File: src/design/dcache_pkg.sv
// cache geometry constants, line type
// access opcode and controller state enums
package dcache_pkg;

    localparam int WORD_W     = 32;
    localparam int ADDR_W     = 32;
    localparam int WAYS       = 2;
    localparam int LINE_WORDS = 4;
    localparam int WORD_SEL_W = $clog2(LINE_WORDS);   // word offset, addr[3:2]
    localparam int LINE_OFF_W = WORD_SEL_W + 2;       // byte offset within a line

    // word 0 sits in the low 32 bits
    typedef logic [LINE_WORDS-1:0][WORD_W-1:0] line_t;

    typedef enum logic {
        OP_READ  = 1'b0,
        OP_WRITE = 1'b1
    } cpu_op_e;

    typedef enum logic [2:0] {
        ST_IDLE      = 3'd0,
        ST_LOOKUP    = 3'd1,
        ST_WRITE_HIT = 3'd2,
        ST_WB_REQ    = 3'd3,
        ST_WB_WAIT   = 3'd4,
        ST_FILL_REQ  = 3'd5,
        ST_FILL_WAIT = 3'd6,
        ST_RESPOND   = 3'd7
    } ctrl_state_e;

endpackage
File: src/design/lookup_if.sv
// hit and victim decode results from the lookup to the controller
`timescale 1ns/1ps

interface lookup_if #(
    parameter int INDEX_BITS = 4
);
    import dcache_pkg::*;

    localparam int TAG_W = ADDR_W - INDEX_BITS - LINE_OFF_W;

    logic                        hit;
    logic                        hit_way;
    logic                        victim_way;
    logic                        victim_dirty;  // victim valid and dirty
    logic [TAG_W+INDEX_BITS-1:0] victim_addr;   // line address of the old line
    logic [WORD_W-1:0]           rd_word;
    line_t                       merged_line;   // hit line with store word inserted

    modport lookup (
        output hit, hit_way, victim_way, victim_dirty, victim_addr, rd_word, merged_line
    );

    modport ctrl (
        input  hit, hit_way, victim_way, victim_dirty, victim_addr, rd_word, merged_line
    );

endinterface

File: src/design/store_if.sv
// array read results and array write commands between the store,
// the lookup and the controller
`timescale 1ns/1ps

interface store_if #(
    parameter int INDEX_BITS = 4
) (
    input logic clk
);
    import dcache_pkg::*;

    localparam int TAG_W = ADDR_W - INDEX_BITS - LINE_OFF_W;

    logic [INDEX_BITS-1:0]       rd_index;  // set to read, result next cycle
    logic                        we;
    logic                        wr_way;
    logic [TAG_W-1:0]            wr_tag;
    logic                        wr_dirty;
    line_t                       wr_line;
    logic                        lru_upd;
    logic                        lru_way;   // way just used

    logic [WAYS-1:0][TAG_W-1:0]  rd_tag;
    logic [WAYS-1:0]             rd_valid;
    logic [WAYS-1:0]             rd_dirty;
    line_t [WAYS-1:0]            rd_line;
    logic                        rd_lru;

    modport store (
        input  rd_index, we, wr_way, wr_tag, wr_dirty, wr_line, lru_upd, lru_way,
        output rd_tag, rd_valid, rd_dirty, rd_line, rd_lru
    );

    modport lookup (
        input  clk, rd_tag, rd_valid, rd_dirty, rd_line, rd_lru
    );

    modport ctrl (
        output rd_index, we, wr_way, wr_tag, wr_dirty, wr_line, lru_upd, lru_way,
        input  rd_line
    );

endinterface

File: src/design/dcache_lookup.sv
// tag compare, hit way and victim selection
// read word extraction and store-word merge
`timescale 1ns/1ps

module dcache_lookup #(
    parameter int INDEX_BITS = 4
) (
    input  logic [dcache_pkg::ADDR_W-1:0] addr,
    input  logic [dcache_pkg::WORD_W-1:0] wdata,
    store_if.lookup                       mem,
    lookup_if.lookup                      res
);
    import dcache_pkg::*;

    localparam int TAG_W = ADDR_W - INDEX_BITS - LINE_OFF_W;

    logic [TAG_W-1:0]      tag;
    logic [INDEX_BITS-1:0] index;
    logic [WORD_SEL_W-1:0] word_sel;
    logic [WAYS-1:0]       way_hit;
    logic                  hit_way;
    logic                  vway;
    line_t                 hit_line;

    assign tag      = addr[ADDR_W-1 -: TAG_W];
    assign index    = addr[LINE_OFF_W +: INDEX_BITS];
    assign word_sel = addr[LINE_OFF_W-1 -: WORD_SEL_W];

    always_comb begin
        for (int w = 0; w < WAYS; w++) begin
            way_hit[w] = mem.rd_valid[w] && (mem.rd_tag[w] == tag);
        end
    end

    assign hit_way  = way_hit[1] & ~way_hit[0];
    assign hit_line = mem.rd_line[hit_way];

    assign res.hit     = |way_hit;
    assign res.hit_way = hit_way;
    assign res.rd_word = hit_line[word_sel];

    always_comb begin
        res.merged_line           = hit_line;
        res.merged_line[word_sel] = wdata;    // store word replaces one slot
    end

    // empty way first, otherwise the least recently used one
    always_comb begin
        if (!mem.rd_valid[0]) begin
            vway = 1'b0;
        end else if (!mem.rd_valid[1]) begin
            vway = 1'b1;
        end else begin
            vway = mem.rd_lru;
        end
    end

    assign res.victim_way   = vway;
    assign res.victim_dirty = mem.rd_valid[vway] && mem.rd_dirty[vway];
    assign res.victim_addr  = {mem.rd_tag[vway], index};

    // a set never holds the same valid tag twice
    a_one_hit: assert property (@(posedge mem.clk) !(way_hit[0] && way_hit[1]));

endmodule

File: src/flat_wrapper.sv
// flat-port wrapper written by rule: the top's interface ports become plain ports
module dcache_lookup_flat import dcache_pkg::*;
#(
    parameter int INDEX_BITS = 4
)
  (addr, wdata, clk, mem_rd_tag, mem_rd_valid, mem_rd_dirty, mem_rd_line, mem_rd_lru, res_hit, res_hit_way, res_victim_way, res_victim_dirty, res_victim_addr, res_rd_word, res_merged_line);
  store_if #(.INDEX_BITS(INDEX_BITS)) mem_i (.clk(clk));
  lookup_if #(.INDEX_BITS(INDEX_BITS)) res_i ();
  input  logic [dcache_pkg::ADDR_W-1:0] addr;
  input  logic [dcache_pkg::WORD_W-1:0] wdata;
  input wire logic clk;
  input wire logic [$bits(mem_i.rd_tag)-1:0] mem_rd_tag;
  input wire logic [$bits(mem_i.rd_valid)-1:0] mem_rd_valid;
  input wire logic [$bits(mem_i.rd_dirty)-1:0] mem_rd_dirty;
  input wire logic [$bits(mem_i.rd_line)-1:0] mem_rd_line;
  input wire logic [$bits(mem_i.rd_lru)-1:0] mem_rd_lru;
  output wire logic [$bits(res_i.hit)-1:0] res_hit;
  output wire logic [$bits(res_i.hit_way)-1:0] res_hit_way;
  output wire logic [$bits(res_i.victim_way)-1:0] res_victim_way;
  output wire logic [$bits(res_i.victim_dirty)-1:0] res_victim_dirty;
  output wire logic [$bits(res_i.victim_addr)-1:0] res_victim_addr;
  output wire logic [$bits(res_i.rd_word)-1:0] res_rd_word;
  output wire logic [$bits(res_i.merged_line)-1:0] res_merged_line;
  assign mem_i.rd_tag = mem_rd_tag;
  assign mem_i.rd_valid = mem_rd_valid;
  assign mem_i.rd_dirty = mem_rd_dirty;
  assign mem_i.rd_line = mem_rd_line;
  assign mem_i.rd_lru = mem_rd_lru;
  assign res_hit = res_i.hit;
  assign res_hit_way = res_i.hit_way;
  assign res_victim_way = res_i.victim_way;
  assign res_victim_dirty = res_i.victim_dirty;
  assign res_victim_addr = res_i.victim_addr;
  assign res_rd_word = res_i.rd_word;
  assign res_merged_line = res_i.merged_line;
  dcache_lookup #(.INDEX_BITS(INDEX_BITS)) u_core (.addr(addr), .wdata(wdata), .mem(mem_i), .res(res_i));
endmodule
File: config.mk
export PLATFORM = sky130hd
export DESIGN_NAME = dcache_lookup_flat
export DESIGN_NICKNAME = d
export VERILOG_FILES = /design/src/design/dcache_pkg.sv /design/src/design/lookup_if.sv /design/src/design/store_if.sv /design/src/design/dcache_lookup.sv /design/src/flat_wrapper.sv
export SDC_FILE = /design/constraint.sdc
export NUM_CORES = 1
export LEC_CHECK = 0
export ABC_AREA = 1
export ABC_CLOCK_PERIOD_IN_PS = 3700
export BUFFER_PORTS_ARGS = -buffer_cell sky130_fd_sc_hd__buf_2
export CAP_MARGIN = 10
export CELL_PAD_IN_SITES_DETAIL_PLACEMENT = 0
export CELL_PAD_IN_SITES_GLOBAL_PLACEMENT = 2
export CORE_AREA = 5 5 218 220
export DETAILED_ROUTE_END_ITERATION = 6
export DIE_AREA = 0 0 223 225
export GPL_ROUTABILITY_DRIVEN = 0
export PLACE_DENSITY_LB_ADDON = 0.1
export SYNTH_ARGS = -nofsm -noshare
export SYNTH_HDL_FRONTEND = slang
export SYNTH_SLANG_ARGS = --single-unit
File: constraint.sdc
create_clock -name vclk -period 3.7
set_clock_uncertainty 0.15 [all_clocks]
set_input_delay 0.74 -clock vclk [all_inputs]
set_output_delay 0.74 -clock vclk [all_outputs]
set_load 0.01 [all_outputs]
==> results.json <==
{
  "drt_iter0_drc": 503,
  "cap_violations": 0,
  "synth_compound_area_share_pct": 9.333,
  "final_util_pct": 24.36,
  "start_util_pct": 15.02,
  "ant_nets": 0,
  "final_layout_size_suffix_gt1_share_pct": 32.73,
  "core_mm2": 0.04509,
  "fillers": 5536,
  "worstPathArrival_ns": 2.65,
  "crit_path_start_kind": "primary input",
  "critPathSlowestCell": "buf_12",
  "outcome": "finished, final reports clean",
  "postSynthAreaPerCell_um2": 4.481,
  "leakagePower_nw": 6.948,
  "antenna_found_initial": 25,
  "synth-simple-area-share_pct": 65.55,
  "cp_slowest_stage_delay_ns": 0.18,
  "yosysWarnings": 0,
  "wl_per_cell_um": 18.94,
  "syn2layout_area_growth_pct": 62.21,
  "dpl_worst_slack_ns": -0.02095,
  "cp-end-kind": "output port",
  "drc_errors": 0,
  "cts_hold_buf": 0,
  "grt_pass1_wl_mm": 68.69,
  "synth_top_family_by_area": "simple AND/OR/NAND/NOR gates",
  "ir_worst_vdd_mv": 0.05980,
  "grt_usage_pct": 17.54,
  "synth.net_count": 1885,
  "dr.pass1.iters": 5,
  "worst-path-max-fanout": 12,
  "drt-total-wl_mm": 50.33,
  "min_path_type": "primary input to output port",
  "vias_per_cell": 4.163,
  "rows": 78,
  "crit_path_frequent_cell": "nand2_1",
  "dieArea_mm2": 0.05018,
  "grt_max_degree": 65,
  "path_cells": "buf_2 > inv_1 > nand2_1 > nand2_1 > nor2_1 > nand2_1 > nor2_4 > nand2_2 > nor2_4 > buf_12 > buf_12 > buf_12 > nand3_1 > nand3_2 > nand2_1 > inv_1 > nand2_1 > buf_2",
  "multi_input_area_mm2": 0.005325,
  "cellPowerDensity_mw_per_mm2": 102.6,
  "die_h_um": 225,
  "dpl.hpwl_mm": 40.08,
  "nClkBuffers": 0,
  "fin_ws_ns": 0.1553,
  "finalHoldViolCount": 0,
  "timing.fmax_ghz": 0.2821,
  "grt-ovfl-total": 0,
  "grt_pass1_vias": 10730,
  "yosys.area_share.xor_xnor_pct": 1.294,
  "die_w_um": 223,
  "synth_seq_area_share_pct": 0,
  "netlist_instances": 1511,
  "synth_cell_type_count": 25,
  "ios": 566,
  "final_nets": 2420,
  "max_slew.worst_pin.slew_ns": 0.5586,
  "worstPathRequired_ns": 2.81,
  "synthAdderAreaFrac_pct": 0,
  "synth.cell_area_mm2": 0.006770,
  "finalSetupViolCount": 0,
  "ff_latch_area_um2": 0,
  "critPathTopFamily": "simple AND/OR/NAND/NOR gates",
  "min_period_ns": 3.545,
  "path_class": "primary input to output port",
  "fin_crit_sh_pct": 95.80,
  "relSlewSlack_pct": 62.76,
  "vias": 11060,
  "synthMuxAreaShare_pct": 0,
  "io_buffers": 555,
  "design.seq.count": 0,
  "path_buf_inv": 7,
  "drv_slew": 0
}
[where the power goes]
group | switching [mW] | total [mW] | internal (mW)
registers | 0 | 0 | 0
logic | 0.664 | 1.13 | 0.462
clock network | 0 | 0.000000472 | 0.000000471
total | 0.664 | 1.13 | 0.462
[cells in the final DEF, fill, tap and decap left out, types with 6 or more instances in the layout]
cell type and count:
inv_1 278, nand2_1 622, o21ai_0 24, buf_4 28
diode_2 13, nand2_2 14, o21ai_1 97, nand4_1 11
nand3b_1 97, inv_2 11, buf_2 555, buf_12 20
nor2_1 29, clkbuf_16 12, nand3_1 193, nand3_2 6
[worst paths after layout]
path,endpoint,startpoint,cells past startpoint
hold / removal,res_victim_addr[0],addr[4],0
setup / recovery,res_rd_word[0],addr[16],18
[per-stage QoR]
stage | instances | TNS [ns] | total power, mW | area (µm²) | hold slack (ns)
after floorplan | 1511 | 0 | 0.5393 | 6770 | 1.422
after global placement | 2621 | 0 | 1.143 | 10410 | 1.330
after detailed placement | 2621 | -0.02095 | 1.138 | 10410 | 1.330
after CTS | 2621 | 0 | 1.145 | 10420 | 1.330
after global routing | 2656 | -0.001572 | 1.256 | 10980 | 1.330
final | 2657 | 0 | 1.126 | 10980 | 1.330
[cells by family (layout without fill, tap and decap cells)]
logic type             count (synthesis)  count (layout)
AO/OA/AOI/OAI                        125             125
XOR/XNOR                              10              10
AND/OR/NAND/NOR                      996             998
other                                  0              13
buffers and inverters                380             911
[cell usage after synthesis (all sizes together)]
cell | instances | area [µm²]
nand3 | 200 | 1001
clkbuf | 38 | 142.6
nand3b | 97 | 728.2
o21ai | 122 | 610.6
inv | 289 | 1085
nor3 | 3 | 15.01
o2111a | 1 | 11.26
clkinv | 2 | 7.510
buf | 51 | 377.9
nor4 | 4 | 25.02
nand2 | 637 | 2416
nand4 | 11 | 68.82
xor2 | 5 | 43.79
or2 | 2 | 12.51
xnor2 | 5 | 43.79
a21oi | 2 | 10.01
nor2 | 39 | 148.9
nor3b | 3 | 22.52
[timing repair]
| action | 4_1_cts | 5_1_grt |
|---|---|---|
| gates cloned | 0 | 15 |
| pin swaps | 0 | 8 |
| endpoints found under the hold margin | 0 | 0 |
| setup endpoints to repair | 1 | 105 |
| buffers inserted | 0 | 8 |
| gates resized for setup | 1 | 25 |
[layer usage]
metal  global-route usage (%)  routed length (µm)
met1                    21.74               21640
met2                    31.17               24500
met3                    4.142                3236
met4                    3.419                 836
met5                        0                 115
[area by class of cell]
cell class,instances,share of cell area [%]
multi-input cells,1133,48.49
diodes,13,0.2962
repair buffers,620,34.43
inverters,291,9.946
well taps,600,6.836
No activity file was read; power rests on OpenSTA's default activity.
