## config.mk

```make
export PLATFORM = sky130hd
export DESIGN_NAME = dcache_store_flat
export DESIGN_NICKNAME = d
export VERILOG_FILES = /design/src/design/dcache_pkg.sv /design/src/design/store_if.sv /design/src/design/dcache_store.sv /design/src/flat_wrapper.sv
export SDC_FILE = /design/constraint.sdc
export NUM_CORES = 2
export LEC_CHECK = 0
export BUFFER_PORTS_ARGS = -buffer_cell sky130_fd_sc_hd__buf_4
export CAP_MARGIN = 0
export CORE_MARGIN = 2
export CORE_UTILIZATION = 57
export DETAILED_ROUTE_END_ITERATION = 12
export HOLD_SLACK_MARGIN = 0.1
export PLACE_DENSITY = 0.74
export RECOVER_POWER = 100
export SKIP_LAST_GASP = 1
export SYNTH_ARGS = -nofsm -noshare
export SYNTH_HDL_FRONTEND = slang
export SYNTH_MEMORY_MAX_BITS = 65536
export SYNTH_SLANG_ARGS = --single-unit
```

## constraint.sdc

```tcl
create_clock -name clk -period 33.8 [get_ports clk]
set_input_delay 1.69 -clock clk [delete_from_list [all_inputs] [get_ports clk]]
set_output_delay 1.69 -clock clk [all_outputs]
set_load 0.01 [all_outputs]
```

## src/design/dcache_pkg.sv

```systemverilog
// cache geometry constants, line type
// access opcode and controller state enums
package dcache_pkg;

    localparam int WORD_W     = 32;
    localparam int ADDR_W     = 32;
    localparam int WAYS       = 2;
    localparam int LINE_WORDS = 4;
    localparam int WORD_SEL_W = $clog2(LINE_WORDS);   // word offset, addr[3:2]
    localparam int LINE_OFF_W = WORD_SEL_W + 2;       // byte offset within a line

    // word 0 sits in the low 32 bits
    typedef logic [LINE_WORDS-1:0][WORD_W-1:0] line_t;

    typedef enum logic {
        OP_READ  = 1'b0,
        OP_WRITE = 1'b1
    } cpu_op_e;

    typedef enum logic [2:0] {
        ST_IDLE      = 3'd0,
        ST_LOOKUP    = 3'd1,
        ST_WRITE_HIT = 3'd2,
        ST_WB_REQ    = 3'd3,
        ST_WB_WAIT   = 3'd4,
        ST_FILL_REQ  = 3'd5,
        ST_FILL_WAIT = 3'd6,
        ST_RESPOND   = 3'd7
    } ctrl_state_e;

endpackage
```

## src/design/store_if.sv

```systemverilog
// array read results and array write commands between the store,
// the lookup and the controller
`timescale 1ns/1ps

interface store_if #(
    parameter int INDEX_BITS = 4
) (
    input logic clk
);
    import dcache_pkg::*;

    localparam int TAG_W = ADDR_W - INDEX_BITS - LINE_OFF_W;

    logic [INDEX_BITS-1:0]       rd_index;  // set to read, result next cycle
    logic                        we;
    logic                        wr_way;
    logic [TAG_W-1:0]            wr_tag;
    logic                        wr_dirty;
    line_t                       wr_line;
    logic                        lru_upd;
    logic                        lru_way;   // way just used

    logic [WAYS-1:0][TAG_W-1:0]  rd_tag;
    logic [WAYS-1:0]             rd_valid;
    logic [WAYS-1:0]             rd_dirty;
    line_t [WAYS-1:0]            rd_line;
    logic                        rd_lru;

    modport store (
        input  rd_index, we, wr_way, wr_tag, wr_dirty, wr_line, lru_upd, lru_way,
        output rd_tag, rd_valid, rd_dirty, rd_line, rd_lru
    );

    modport lookup (
        input  clk, rd_tag, rd_valid, rd_dirty, rd_line, rd_lru
    );

    modport ctrl (
        output rd_index, we, wr_way, wr_tag, wr_dirty, wr_line, lru_upd, lru_way,
        input  rd_line
    );

endinterface

```

## src/design/dcache_store.sv

```systemverilog
// two-way tag, valid, dirty and line arrays with one LRU bit per set
// registered read, single-way synchronous write with forwarding
`timescale 1ns/1ps

module dcache_store #(
    parameter int INDEX_BITS = 4
) (
    input  logic   clk,
    input  logic   rst_n,
    store_if.store mem
);
    import dcache_pkg::*;

    localparam int SETS  = 2 ** INDEX_BITS;
    localparam int TAG_W = ADDR_W - INDEX_BITS - LINE_OFF_W;

    logic [TAG_W-1:0]           tag_arr  [WAYS][SETS];
    line_t                      line_arr [WAYS][SETS];
    logic [WAYS-1:0][SETS-1:0]  valid_arr;
    logic [WAYS-1:0][SETS-1:0]  dirty_arr;
    logic [SETS-1:0]            lru_arr;
    logic [INDEX_BITS-1:0]      idx_q;       // set currently on the read outputs
    logic                       same_set;

    assign same_set = (mem.rd_index == idx_q);

    // status bits and their read registers
    always_ff @(posedge clk or negedge rst_n) begin
        if (!rst_n) begin
            idx_q        <= '0;
            valid_arr    <= '0;
            dirty_arr    <= '0;
            lru_arr      <= '0;
            mem.rd_valid <= '0;
            mem.rd_dirty <= '0;
            mem.rd_lru   <= 1'b0;
        end else begin
            idx_q <= mem.rd_index;
            for (int w = 0; w < WAYS; w++) begin
                mem.rd_valid[w] <= valid_arr[w][mem.rd_index];
                mem.rd_dirty[w] <= dirty_arr[w][mem.rd_index];
            end
            mem.rd_lru <= lru_arr[mem.rd_index];
            if (mem.we) begin
                valid_arr[mem.wr_way][idx_q] <= 1'b1;
                dirty_arr[mem.wr_way][idx_q] <= mem.wr_dirty;
                if (same_set) begin              // refill visible on next lookup
                    mem.rd_valid[mem.wr_way] <= 1'b1;
                    mem.rd_dirty[mem.wr_way] <= mem.wr_dirty;
                end
            end
            if (mem.lru_upd) begin
                lru_arr[idx_q] <= ~mem.lru_way;  // point at the other way
                if (same_set) begin
                    mem.rd_lru <= ~mem.lru_way;
                end
            end
        end
    end

    // tag and data arrays
    always_ff @(posedge clk) begin
        for (int w = 0; w < WAYS; w++) begin
            mem.rd_tag[w]  <= tag_arr[w][mem.rd_index];
            mem.rd_line[w] <= line_arr[w][mem.rd_index];
        end
        if (mem.we) begin
            tag_arr[mem.wr_way][idx_q]  <= mem.wr_tag;
            line_arr[mem.wr_way][idx_q] <= mem.wr_line;
            if (same_set) begin
                mem.rd_tag[mem.wr_way]  <= mem.wr_tag;
                mem.rd_line[mem.wr_way] <= mem.wr_line;
            end
        end
    end

    // writes land in the set the controller has held since the read
    a_wr_set: assert property (@(posedge clk) disable iff (!rst_n)
        (mem.we || mem.lru_upd) |-> (int'(idx_q) < SETS) && (mem.rd_index == idx_q));

endmodule

```

## src/flat_wrapper.sv

```systemverilog
// flat-port wrapper written by rule: the top's interface ports become plain ports
module dcache_store_flat import dcache_pkg::*;
#(
    parameter int INDEX_BITS = 4
)
  (clk, rst_n, mem_rd_index, mem_we, mem_wr_way, mem_wr_tag, mem_wr_dirty, mem_wr_line, mem_lru_upd, mem_lru_way, mem_rd_tag, mem_rd_valid, mem_rd_dirty, mem_rd_line, mem_rd_lru);
  store_if #(.INDEX_BITS(INDEX_BITS)) mem_i (.clk(clk));
  input  logic clk;
  input  logic rst_n;
  input wire logic [$bits(mem_i.rd_index)-1:0] mem_rd_index;
  input wire logic [$bits(mem_i.we)-1:0] mem_we;
  input wire logic [$bits(mem_i.wr_way)-1:0] mem_wr_way;
  input wire logic [$bits(mem_i.wr_tag)-1:0] mem_wr_tag;
  input wire logic [$bits(mem_i.wr_dirty)-1:0] mem_wr_dirty;
  input wire logic [$bits(mem_i.wr_line)-1:0] mem_wr_line;
  input wire logic [$bits(mem_i.lru_upd)-1:0] mem_lru_upd;
  input wire logic [$bits(mem_i.lru_way)-1:0] mem_lru_way;
  output wire logic [$bits(mem_i.rd_tag)-1:0] mem_rd_tag;
  output wire logic [$bits(mem_i.rd_valid)-1:0] mem_rd_valid;
  output wire logic [$bits(mem_i.rd_dirty)-1:0] mem_rd_dirty;
  output wire logic [$bits(mem_i.rd_line)-1:0] mem_rd_line;
  output wire logic [$bits(mem_i.rd_lru)-1:0] mem_rd_lru;
  assign mem_i.rd_index = mem_rd_index;
  assign mem_i.we = mem_we;
  assign mem_i.wr_way = mem_wr_way;
  assign mem_i.wr_tag = mem_wr_tag;
  assign mem_i.wr_dirty = mem_wr_dirty;
  assign mem_i.wr_line = mem_wr_line;
  assign mem_i.lru_upd = mem_lru_upd;
  assign mem_i.lru_way = mem_lru_way;
  assign mem_rd_tag = mem_i.rd_tag;
  assign mem_rd_valid = mem_i.rd_valid;
  assign mem_rd_dirty = mem_i.rd_dirty;
  assign mem_rd_line = mem_i.rd_line;
  assign mem_rd_lru = mem_i.rd_lru;
  dcache_store #(.INDEX_BITS(INDEX_BITS)) u_core (.clk(clk), .rst_n(rst_n), .mem(mem_i));
endmodule
```

==> results.json <==
{
  "cts_hold_buf": 0,
  "rsz0062_at_grt": "false",
  "dpl.hpwl_mm": 256.6,
  "clkLatencyLatePin_ns": 1.05,
  "drt_iter0_drc": 13830,
  "initial_core_util_pct": 57.30,
  "yosysMostFrequentCell": "edfxtp_1",
  "grt_pass1_wl_mm": 733.3,
  "drv_cap": 157,
  "cp_data_required_time_ns": 34.69,
  "status": "finished with violations",
  "drive_gt1_share_pct": 16.67,
  "firstDrtPassIters": 8,
  "grt_antenna_before_repair": 64,
  "final_area_um2": 222400,
  "overflow": 0,
  "groute.usage.overall_pct": 28.51,
  "clkSinkCount": 5257,
  "violations": "max-capacitance violations, max-slew violations",
  "async_reset_ff_share_pct": 1.693,
  "max-vdd-ir-drop_uv": 51.21,
  "num_vias": 103900,
  "grt_pass1_vias": 103800,
  "syn_to_final_growth_pct": 11.06,
  "ys_warn_count": 0,
  "post_drt_via_cell_ratio": 6.623,
  "gp_congestion": 0.7798,
  "maxSlewViolCount": 6734,
  "synth.top_cell.area_share_pct": 72.94,
  "final.setup.tns_ns": 0,
  "p_leak_nw": 73.46,
  "crit_buf_inv": 4,
  "port_buffers": 471,
  "synth-edff-count": 4864,
  "drc_errors": 0,
  "final_antenna_net_count": 0,
  "ys_ff_latch": 5257,
  "start_kind": "input pin",
  "critPathSlowestCell": "clkbuf_1",
  "ctsResizeCount": 0,
  "synthesis.area_um2": 200200,
  "syn-num-nets": 10240,
  "yosysUniqueCellTypes": 35,
  "cts-root-buf": "clkbuf_16",
  "setup_viol": 0,
  "critical-path-max-stage-delay_ns": 6.60,
  "die_h_um": 596.7,
  "finalHoldViolCount": 0,
  "die_width_um": 596.7,
  "reg2reg_from": "u_core.idx_q[0]",
  "cp_common_cell": "clkbuf_1",
  "hold_path.class": "reg2reg",
  "yosys.area.top_type": "edfxtp_1",
  "clockBufferDepth": 4,
  "layoutNonFillerInstCount": 15690,
  "worst_setup_hold_path_clk_slew_ns": 0.06,
  "rr_endpoint": "u_core.mem.rd_line[30]",
  "arrival_ns": 20.26,
  "fp-row-count": 217,
  "min_to": "u_core.valid_arr[10]",
  "fillers": 23320,
  "fmax_mhz": 51.62,
  "rr_worst_depth": 8,
  "synth.yosys.seq_area_share_pct": 77.10,
  "min_period_ns": 19.37,
  "path_class": "in2reg",
  "syn_area_per_cell_um2": 19.88,
  "cts-buffers-inserted": 524,
  "wl_per_cell_um": 32.79,
  "grt_max_degree": 150,
  "synth.top_cells.by_area": "edfxtp_1 (73%), mux2i_1 (7.7%), mux4_2 (7.0%)",
  "synthTopCellsByCount": "edfxtp_1 (4,864), mux2i_1 (1,536), mux4_2 (626), a22oi_1 (612), or2_2 (328)",
  "finalWirelength_mm": 514.4,
  "ff2ff_setup_slack_ns": 19.15,
  "crit_chain": "clkbuf_1, nand2b_1, clkbuf_1, nor2_1, clkbuf_1, clkbuf_1, or2_2",
  "cts_tree": "built",
  "relSlewSlack_pct": -591.3,
  "htree_levels": 6,
  "fin_crit_sh_pct": 57.31,
  "crit_path_end_kind": "flop",
  "worstMarginPinSlew_ns": 10.37,
  "power.density_nw_per_um2": 61.73,
  "min_delay_path_depth": 1,
  "skew_ns": 0.03716,
  "synthCells": 10070,
  "min_from": "u_core.valid_arr[10]",
  "io_pins": 472,
  "crit_family": "buffers and inverters",
  "post_cts_buffers": 0,
  "dieArea_um2": 356000,
  "dpl.cell_count": 14710,
  "final_net_count": 10800,
  "coreArea_um2": 349400,
  "place_area_um2": 207900,
  "ys.flop_type": "edfxtp_1",
  "cp_max_fo": 105
}
-- state kept, by name (all words and copies together), names as in the netlist, 2 cells and up --
name,count
u_core.dirty_arr,32
u_core.mem.rd_dirty,2
u_core.mem.rd_line,256
u_core.lru_arr,16
u_core.mem.rd_valid,2
u_core.idx_q,4
u_core.valid_arr,32
u_core.tag_arr,768
u_core.line_arr,4096
u_core.mem.rd_tag,48
-- worst register-to-register path: stages (launching register included) --
cell and delay (ns):
dfrtp_1 0.61, xnor2_1 0.15, nand4_1 2.10, clkbuf_1 2.42, clkbuf_1 3.26, clkbuf_1 2.83
clkbuf_1 2.60, nor3_1 0.21, a31oi_1 0.31
-- power by group --
| part | internal, mW | switching, mW |
|---|---|---|
| sequential | 7.22 | 0.0537 |
| clock | 3.30 | 2.43 |
| combinational | 0.247 | 0.473 |
-- through the flow --
| stage | hold slack, ns | power [mW] | util, % | setup slack [ns] |
|---|---|---|---|---|
| floorplan | 0.4287 | 7.814 | - | 15.48 |
| global placement | 0.4445 | 8.139 | 59.50 | 25.27 |
| detailed placement | 0.4501 | 8.161 | 59.50 | 25.08 |
| CTS | 0.4657 | 13.81 | 64.36 | 26.17 |
| global route | 0.4810 | 14.08 | 63.63 | 14.57 |
| finish | 0.4701 | 13.73 | 63.64 | 14.43 |
-- per-layer routing --
| layer | part of all wire, % | track usage (%) | vias up |
|---|---|---|---|
| li1 | - | - | 42360 |
| met1 | 38 | 39.69 | 54130 |
| met2 | 48 | 46.00 | 6351 |
| met3 | 10 | 5.121 | 1019 |
| met4 | 3.6 | 9.722 | 32 |
| met5 | 0.040 | 0 | - |
-- cells in the final DEF (no fill, tap or decap), drive strengths merged, types with 5 or more instances in the layout --
master,netlist,final
a22oi,612,612
a31oi,306,306
and2,6,6
buf,423,88
bufinv,0,31
clkbuf,208,1312
clkinv,0,158
clkinvlp,0,24
dfrtp,89,89
dfxtp,304,304
diode,0,22
edfxtp,4864,4864
inv,15,24
mux2,33,33
mux2i,1536,1536
mux4,626,626
nand2,24,24
nand2b,12,12
nand3,314,314
nor2,23,23
nor2b,7,7
nor3,306,306
nor4,5,5
o21ai,11,11
o31ai,10,10
or2,329,329
-- worst max-delay path by stage --
stage                    startpoint  cells past startpoint                       to  slack [ns]
global route             mem_wr_way                      7     u_core.valid_arr[14]       14.57
finish                   mem_wr_way                      7     u_core.valid_arr[14]       14.43
CTS                 mem_rd_index[2]                     11  u_core.mem.rd_line[192]       26.17
floorplan                mem_wr_way                      4      u_core.dirty_arr[3]       15.48
detailed placement  mem_rd_index[2]                     11  u_core.mem.rd_line[192]       25.08
global placement    mem_rd_index[2]                     11  u_core.mem.rd_line[191]       25.27
-- cell type report --
cell class / instances / area [µm²] / share of cell area, %
sequential: 5257 / 154400 / 69.42
multi-input combinational: 4171 / 42170 / 18.96
clock buffer: 729 / 14710 / 6.614
tap: 4599 / 5754 / 2.588
timing repair buffer: 671 / 2972 / 1.336
clock inverter: 222 / 2277 / 1.024
inverter: 15 / 68.82 / 0.03095
antenna: 22 / 55.05 / 0.02476
-- cell families after synthesis --
| family | share of synthesized area [%] |
|---|---|
| simple gates | 2.775 |
| flops | 77.10 |
| xor+xnor | 0.02125 |
| buf+inv | 1.876 |
| compound gates | 3.327 |
| mux | 14.90 |
Note: power is estimated with default switching activity, not from simulation.
