<file path="config.mk">
export PLATFORM = sky130hd
export DESIGN_NAME = dcache_ctrl_flat
export DESIGN_NICKNAME = d
export VERILOG_FILES = /design/src/design/dcache_pkg.sv /design/src/design/lookup_if.sv /design/src/design/store_if.sv /design/src/design/dcache_ctrl.sv /design/src/flat_wrapper.sv
export SDC_FILE = /design/constraint.sdc
export NUM_CORES = 1
export LEC_CHECK = 0
export ABC_AREA = 1
export BUFFER_PORTS_ARGS = -buffer_cell sky130_fd_sc_hd__buf_2
export CAP_MARGIN = 5
export CORE_AREA = 2 2 412 414
export DETAILED_ROUTE_END_ITERATION = 6
export DIE_AREA = 0 0 414 416
export SLEW_MARGIN = 15
export SYNTH_ARGS = -nofsm -noshare
export SYNTH_HDL_FRONTEND = slang
export SYNTH_SLANG_ARGS = --single-unit
</file>
<file path="constraint.sdc">
create_clock -name clk -period 5.9 [get_ports clk]
set_clock_uncertainty 0.2 [all_clocks]
set_input_delay 0.295 -clock clk [delete_from_list [all_inputs] [get_ports clk]]
set_output_delay 0.295 -clock clk [all_outputs]
set_load 0.01 [all_outputs]
</file>
<file path="src/design/dcache_pkg.sv">
// cache geometry constants, line type
// access opcode and controller state enums
package dcache_pkg;

    localparam int WORD_W     = 32;
    localparam int ADDR_W     = 32;
    localparam int WAYS       = 2;
    localparam int LINE_WORDS = 4;
    localparam int WORD_SEL_W = $clog2(LINE_WORDS);   // word offset, addr[3:2]
    localparam int LINE_OFF_W = WORD_SEL_W + 2;       // byte offset within a line

    // word 0 sits in the low 32 bits
    typedef logic [LINE_WORDS-1:0][WORD_W-1:0] line_t;

    typedef enum logic {
        OP_READ  = 1'b0,
        OP_WRITE = 1'b1
    } cpu_op_e;

    typedef enum logic [2:0] {
        ST_IDLE      = 3'd0,
        ST_LOOKUP    = 3'd1,
        ST_WRITE_HIT = 3'd2,
        ST_WB_REQ    = 3'd3,
        ST_WB_WAIT   = 3'd4,
        ST_FILL_REQ  = 3'd5,
        ST_FILL_WAIT = 3'd6,
        ST_RESPOND   = 3'd7
    } ctrl_state_e;

endpackage
</file>
<file path="src/design/lookup_if.sv">
// hit and victim decode results from the lookup to the controller
`timescale 1ns/1ps

interface lookup_if #(
    parameter int INDEX_BITS = 4
);
    import dcache_pkg::*;

    localparam int TAG_W = ADDR_W - INDEX_BITS - LINE_OFF_W;

    logic                        hit;
    logic                        hit_way;
    logic                        victim_way;
    logic                        victim_dirty;  // victim valid and dirty
    logic [TAG_W+INDEX_BITS-1:0] victim_addr;   // line address of the old line
    logic [WORD_W-1:0]           rd_word;
    line_t                       merged_line;   // hit line with store word inserted

    modport lookup (
        output hit, hit_way, victim_way, victim_dirty, victim_addr, rd_word, merged_line
    );

    modport ctrl (
        input  hit, hit_way, victim_way, victim_dirty, victim_addr, rd_word, merged_line
    );

endinterface

</file>
<file path="src/design/store_if.sv">
// array read results and array write commands between the store,
// the lookup and the controller
`timescale 1ns/1ps

interface store_if #(
    parameter int INDEX_BITS = 4
) (
    input logic clk
);
    import dcache_pkg::*;

    localparam int TAG_W = ADDR_W - INDEX_BITS - LINE_OFF_W;

    logic [INDEX_BITS-1:0]       rd_index;  // set to read, result next cycle
    logic                        we;
    logic                        wr_way;
    logic [TAG_W-1:0]            wr_tag;
    logic                        wr_dirty;
    line_t                       wr_line;
    logic                        lru_upd;
    logic                        lru_way;   // way just used

    logic [WAYS-1:0][TAG_W-1:0]  rd_tag;
    logic [WAYS-1:0]             rd_valid;
    logic [WAYS-1:0]             rd_dirty;
    line_t [WAYS-1:0]            rd_line;
    logic                        rd_lru;

    modport store (
        input  rd_index, we, wr_way, wr_tag, wr_dirty, wr_line, lru_upd, lru_way,
        output rd_tag, rd_valid, rd_dirty, rd_line, rd_lru
    );

    modport lookup (
        input  clk, rd_tag, rd_valid, rd_dirty, rd_line, rd_lru
    );

    modport ctrl (
        output rd_index, we, wr_way, wr_tag, wr_dirty, wr_line, lru_upd, lru_way,
        input  rd_line
    );

endinterface

</file>
<file path="src/design/dcache_ctrl.sv">
// cache controller FSM for the CPU and next-level handshakes,
// writeback, refill and write-hit update
`timescale 1ns/1ps

module dcache_ctrl #(
    parameter int INDEX_BITS = 4
) (
    input  logic                          clk,
    input  logic                          rst_n,
    input  logic                          cpu_req,
    input  dcache_pkg::cpu_op_e           cpu_op,
    input  logic [dcache_pkg::ADDR_W-1:0] cpu_addr,
    input  logic [dcache_pkg::WORD_W-1:0] cpu_wdata,
    output logic                          cpu_ack,
    output logic [dcache_pkg::WORD_W-1:0] cpu_rdata,
    output logic                          l2_req,
    output logic                          l2_we,
    output logic [dcache_pkg::ADDR_W-1:0] l2_addr,
    output dcache_pkg::line_t             l2_wline,
    input  logic                          l2_ack,
    input  dcache_pkg::line_t             l2_rline,
    output logic [dcache_pkg::ADDR_W-1:0] lat_addr,
    output logic [dcache_pkg::WORD_W-1:0] lat_wdata,
    store_if.ctrl                         mem,
    lookup_if.ctrl                        res
);
    import dcache_pkg::*;

    localparam int TAG_W = ADDR_W - INDEX_BITS - LINE_OFF_W;

    ctrl_state_e           state;
    cpu_op_e               lat_op;
    logic [TAG_W-1:0]      lat_tag;
    logic [INDEX_BITS-1:0] lat_index;

    assign lat_tag   = lat_addr[ADDR_W-1 -: TAG_W];
    assign lat_index = lat_addr[LINE_OFF_W +: INDEX_BITS];

    // store commands
    always_comb begin
        mem.rd_index = (state == ST_IDLE) ? cpu_addr[LINE_OFF_W +: INDEX_BITS] : lat_index;
        mem.we       = 1'b0;
        mem.wr_way   = res.hit_way;
        mem.wr_tag   = lat_tag;
        mem.wr_dirty = 1'b1;
        mem.wr_line  = res.merged_line;
        mem.lru_upd  = 1'b0;
        mem.lru_way  = res.hit_way;
        case (state)
            ST_LOOKUP:    mem.lru_upd = res.hit;
            ST_WRITE_HIT: mem.we = 1'b1;
            ST_FILL_WAIT: begin
                mem.we       = l2_ack;          // refill lands clean
                mem.wr_way   = res.victim_way;
                mem.wr_dirty = 1'b0;
                mem.wr_line  = l2_rline;
            end
            default: begin
            end
        endcase
    end

    always_ff @(posedge clk or negedge rst_n) begin
        if (!rst_n) begin
            state   <= ST_IDLE;
            cpu_ack <= 1'b0;
            l2_req  <= 1'b0;
            l2_we   <= 1'b0;
        end else begin
            case (state)
                ST_IDLE: begin
                    if (cpu_req) begin
                        state <= ST_LOOKUP;
                    end
                end
                ST_LOOKUP: begin
                    if (res.hit) begin
                        state <= (lat_op == OP_WRITE) ? ST_WRITE_HIT : ST_RESPOND;
                    end else if (res.victim_dirty) begin
                        state <= ST_WB_REQ;
                    end else begin
                        state <= ST_FILL_REQ;
                    end
                end
                ST_WRITE_HIT: state <= ST_RESPOND;
                ST_WB_REQ: begin
                    if (!l2_ack) begin           // previous transfer fully closed
                        l2_req <= 1'b1;
                        l2_we  <= 1'b1;
                        state  <= ST_WB_WAIT;
                    end
                end
                ST_WB_WAIT: begin
                    if (l2_ack) begin
                        l2_req <= 1'b0;
                        state  <= ST_FILL_REQ;
                    end
                end
                ST_FILL_REQ: begin
                    if (!l2_ack) begin
                        l2_req <= 1'b1;
                        l2_we  <= 1'b0;
                        state  <= ST_FILL_WAIT;
                    end
                end
                ST_FILL_WAIT: begin
                    if (l2_ack) begin
                        l2_req <= 1'b0;
                        state  <= ST_LOOKUP;     // retry now hits
                    end
                end
                ST_RESPOND: begin
                    if (!cpu_ack) begin
                        cpu_ack <= 1'b1;
                    end else if (!cpu_req) begin
                        cpu_ack <= 1'b0;
                        state   <= ST_IDLE;
                    end
                end
                default: state <= ST_IDLE;
            endcase
        end
    end

    // access latch and transfer payload
    always_ff @(posedge clk) begin
        if (state == ST_IDLE && cpu_req) begin
            lat_addr  <= cpu_addr;
            lat_wdata <= cpu_wdata;
            lat_op    <= cpu_op;
        end
        if (state == ST_LOOKUP && res.hit && lat_op == OP_READ) begin
            cpu_rdata <= res.rd_word;
        end
        if (state == ST_WB_REQ && !l2_ack) begin
            l2_addr  <= {res.victim_addr, {LINE_OFF_W{1'b0}}};
            l2_wline <= mem.rd_line[res.victim_way];
        end
        if (state == ST_FILL_REQ && !l2_ack) begin
            l2_addr <= {lat_addr[ADDR_W-1:LINE_OFF_W], {LINE_OFF_W{1'b0}}};
        end
    end

    a_l2_hold: assert property (@(posedge clk) disable iff (!rst_n)
        l2_req && !l2_ack |=> l2_req && $stable(l2_addr));

    a_ack_req: assert property (@(posedge clk) disable iff (!rst_n)
        $rose(cpu_ack) |-> $past(cpu_req));

endmodule

</file>
<file path="src/flat_wrapper.sv">
// flat-port wrapper written by rule: the top's interface ports become plain ports
module dcache_ctrl_flat import dcache_pkg::*;
#(
    parameter int INDEX_BITS = 4
)
  (clk, rst_n, cpu_req, cpu_op, cpu_addr, cpu_wdata, cpu_ack, cpu_rdata, l2_req, l2_we, l2_addr, l2_wline, l2_ack, l2_rline, lat_addr, lat_wdata, mem_rd_index, mem_we, mem_wr_way, mem_wr_tag, mem_wr_dirty, mem_wr_line, mem_lru_upd, mem_lru_way, mem_rd_line, res_hit, res_hit_way, res_victim_way, res_victim_dirty, res_victim_addr, res_rd_word, res_merged_line);
  store_if #(.INDEX_BITS(INDEX_BITS)) mem_i (.clk(clk));
  lookup_if #(.INDEX_BITS(INDEX_BITS)) res_i ();
  input  logic clk;
  input  logic rst_n;
  input  logic cpu_req;
  input  dcache_pkg::cpu_op_e cpu_op;
  input  logic [dcache_pkg::ADDR_W-1:0] cpu_addr;
  input  logic [dcache_pkg::WORD_W-1:0] cpu_wdata;
  output logic cpu_ack;
  output logic [dcache_pkg::WORD_W-1:0] cpu_rdata;
  output logic l2_req;
  output logic l2_we;
  output logic [dcache_pkg::ADDR_W-1:0] l2_addr;
  output dcache_pkg::line_t l2_wline;
  input  logic l2_ack;
  input  dcache_pkg::line_t l2_rline;
  output logic [dcache_pkg::ADDR_W-1:0] lat_addr;
  output logic [dcache_pkg::WORD_W-1:0] lat_wdata;
  output wire logic [$bits(mem_i.rd_index)-1:0] mem_rd_index;
  output wire logic [$bits(mem_i.we)-1:0] mem_we;
  output wire logic [$bits(mem_i.wr_way)-1:0] mem_wr_way;
  output wire logic [$bits(mem_i.wr_tag)-1:0] mem_wr_tag;
  output wire logic [$bits(mem_i.wr_dirty)-1:0] mem_wr_dirty;
  output wire logic [$bits(mem_i.wr_line)-1:0] mem_wr_line;
  output wire logic [$bits(mem_i.lru_upd)-1:0] mem_lru_upd;
  output wire logic [$bits(mem_i.lru_way)-1:0] mem_lru_way;
  input wire logic [$bits(mem_i.rd_line)-1:0] mem_rd_line;
  input wire logic [$bits(res_i.hit)-1:0] res_hit;
  input wire logic [$bits(res_i.hit_way)-1:0] res_hit_way;
  input wire logic [$bits(res_i.victim_way)-1:0] res_victim_way;
  input wire logic [$bits(res_i.victim_dirty)-1:0] res_victim_dirty;
  input wire logic [$bits(res_i.victim_addr)-1:0] res_victim_addr;
  input wire logic [$bits(res_i.rd_word)-1:0] res_rd_word;
  input wire logic [$bits(res_i.merged_line)-1:0] res_merged_line;
  assign mem_rd_index = mem_i.rd_index;
  assign mem_we = mem_i.we;
  assign mem_wr_way = mem_i.wr_way;
  assign mem_wr_tag = mem_i.wr_tag;
  assign mem_wr_dirty = mem_i.wr_dirty;
  assign mem_wr_line = mem_i.wr_line;
  assign mem_lru_upd = mem_i.lru_upd;
  assign mem_lru_way = mem_i.lru_way;
  assign mem_i.rd_line = mem_rd_line;
  assign res_i.hit = res_hit;
  assign res_i.hit_way = res_hit_way;
  assign res_i.victim_way = res_victim_way;
  assign res_i.victim_dirty = res_victim_dirty;
  assign res_i.victim_addr = res_victim_addr;
  assign res_i.rd_word = res_rd_word;
  assign res_i.merged_line = res_merged_line;
  dcache_ctrl #(.INDEX_BITS(INDEX_BITS)) u_core (.clk(clk), .rst_n(rst_n), .cpu_req(cpu_req), .cpu_op(cpu_op), .cpu_addr(cpu_addr), .cpu_wdata(cpu_wdata), .cpu_ack(cpu_ack), .cpu_rdata(cpu_rdata), .l2_req(l2_req), .l2_we(l2_we), .l2_addr(l2_addr), .l2_wline(l2_wline), .l2_ack(l2_ack), .l2_rline(l2_rline), .lat_addr(lat_addr), .lat_wdata(lat_wdata), .mem(mem_i), .res(res_i));
endmodule
</file>
==> results.yml <==
worst_setup_path:
  slowest_delay_ps: 520
  rr_startpoint: "u_core.state[0]"
  reg2reg_depth: 5
  path_delay_family: "buffers and inverters"
  worstPathRequired_ps: 5410
  crit_fanout: 130
  cp.depth: 6
  critPathArrivalTime_ps: 2800
  end_kind: "primary output"
  cp-startpoint: "u_core.state[1]"
  crit_type: "reg2out"
  crit_buf_inv: 3
  slowest_stage: "buf_12"
  path_cells: "nand2_2 -> inv_2 -> nand2_8 -> buf_12 -> mux2_4 -> buf_2"
  critPathLaunchType: "flop"
die:
  rows: 151
  die_w_um: 414
  ios: 1065
  fp.dieH_um: 416
  dieArea_um2: 172200
  start_util_pct: 7.203
  core-area_um2: 168100
min_path:
  hold_depth: 2
  hold_class: "in2reg"
  min_from: "cpu_wdata[25]"
power:
  p_int_mw: 4.444
  finalPower_mw: 6.685
  seqPwrFrac_pct: 36.8
  p_leak_nw: 11.36
  pwr-share-comb_pct: 33.2
  power.switching_mw: 2.241
  irDropWorstVdd_mv: 0.2098
  clkPwrFrac_pct: 30.0
  p_sw_share_pct: 33.53
  powerDensity_nw_per_um2: 269.3
logic_synthesis:
  ys_types: 21
  ys_ff_latch: 259
  synth_cells: 1003
  avgSynthCellArea_um2: 12.08
  synth_warnings: 0
  netlist_area_um2: 12110
  synth-seq-area-share_pct: 63.97
clock_network:
  post_cts_buffers: 0
  cts_tree: "done"
  cts_buffer_depth: 3
  cts_buffers: 35
  clock_latency_ps: 580
  path_clk_slew_ps: 60
  cts-htree-levels: 2
  cts.sinks: 259
  cts.repair.resized: 0
  cts-root-buf: "clkbuf_16"
timing:
  fin_setup_tns_ps: 0
  slew_headroom_pct: 24.58
  period_minus_slack_ps: 3295
  worst_pin_slew_ps: 1130
  finalCritPeriodShare_pct: 55.85
  setup_ws_ps: 2605
  hold_violations: 0
  setup_viol: 0
  slew_viol_final: 0
  max_freq_mhz: 303.5
  rsz0062_at_grt: "no"
layout:
  drive_above_1_share_pct: 51.41
  final_cell_mix: "buf_2, nand2_1, dlygate4sd3_1"
  fillers: 18910
  final_core_util_pct: 14.77
  register_area_um2: 7747
  final_cells: 4698
  multiInputGateArea_um2: 3855
  syn2layout_area_growth_pct: 105.0
  nNetsFinal: 3068
  mostFrequentLayoutCell: "buf_2"
route:
  detail-route-antenna-nets: 0
  viasPerCell: 3.098
  vias: 14560
  totalWireLength_um: 106700
  routedWlPerCell_um: 22.71
  drt_first_pass_iters: 6
  drt_drc_violations_left: 0
  drtIter0Drc: 1133
grt:
  grt_usage_pct: 11.73
  grt_pass1_wl_um: 133700
  grt_pass1_vias: 13930
  grt-ovfl-total: 0
  antenna_found_initial: 154
  grt_max_degree: 131
placed_design:
  gp_congestion: 1.013
  dpl.cell_count: 4216
  portBuffers: 1060
  dpl.hpwl_um: 90510
  pre_cts_slack_ps: 3144
flow_run:
  maxCapViolCount: 0
run_status:
  status: "complete, no violations"
-- cell families after synthesis --
| family | share of synthesized area (%) |
|---|---|
| AOI/OAI and AO/OA | 0.3719 |
| buffers and inverters | 4.514 |
| DFF | 63.97 |
| muxes | 14.97 |
| other | 0.03096 |
| and+or+nand+nor | 16.15 |
-- power groups by stage --
stage | Clock [mW] | Sequential [mW] | Combinational [mW]
after floorplan | 0 | 2.55 | 0.968
after global placement | 0 | 2.50 | 1.94
after detailed placement | 0 | 2.50 | 1.96
after CTS | 2.08 | 2.47 | 2.22
after global routing | 2.14 | 2.48 | 2.36
final | 2.00 | 2.46 | 2.22
-- cell usage after synthesis --
cell type	number	area, µm²
mux2_4	87	1306
nand2_2	2	12.51
conb_1	1	3.750
nor3_1	3	15.01
buf_6	12	135.1
inv_2	3	11.26
nand4_1	2	12.51
buf_1	5	18.77
inv_1	10	37.54
o31ai_1	1	7.510
nor2_1	8	30.03
nand2_1	493	1851
nand3_1	7	35.03
buf_2	5	25.02
clkbuf_1	23	86.33
o21ai_0	3	15.01
o21bai_1	3	22.52
dfrtp_1	6	150.1
edfxtp_1	253	7597
buf_4	31	232.7
mux2_2	45	506.7
-- metrics by stage --
| stage | hold slack (ps) | cell area, µm² |
|---|---|---|
| after detailed placement | -62.94 | 19820 |
| after global placement | -61.83 | 19820 |
| after CTS | 147.2 | 24740 |
| after global routing | 169.3 | 24760 |
| after floorplan | -200.6 | 12120 |
| final | 210.0 | 24830 |
-- sequential cells by signal, indices dropped and copies added, names as in the netlist --
register / flops
u_core.cpu_ack: 1
u_core.state: 3
u_core.l2_wline: 128
u_core.lat_op: 1
u_core.l2_req: 1
u_core.lat_addr: 32
u_core.lat_wdata: 32
u_core.l2_addr: 28
u_core.l2_we: 1
u_core.cpu_rdata: 32
-- routing by layer --
metal  wire [µm]  GRT usage (%)  up-vias
li1            -              -     6255
met2       49160          19.25     1099
met1       36840          12.44     6723
met4        3175          2.539      120
met3       16730          7.842      359
met5         779              0        -
-- final cells by class --
cell class	instances	area share, %
multi-input combinational	658	15.53
timing repair buffer	1456	37.33
sequential	259	31.20
antenna	37	0.3729
clock buffer	43	3.649
inverter	13	0.2369
clock inverter	14	0.5040
tap	2218	11.18
-- timing repair --
item,in CTS,in global routing
hold endpoints to repair,265,0
setup endpoints to repair,0,0
hold buffers,388,0
-- final timing paths --
path / to / slack, ps
min reg2reg: u_core.l2_we / 270
max reg2reg: u_core.l2_wline[95] / 3320
min: u_core.lat_wdata[25] / 210
max in group asynchronous: u_core.l2_req / 4690
min in group asynchronous: u_core.l2_we / 580
max: mem_wr_line[93] / 2600
(Power assumes the default switching activity.)
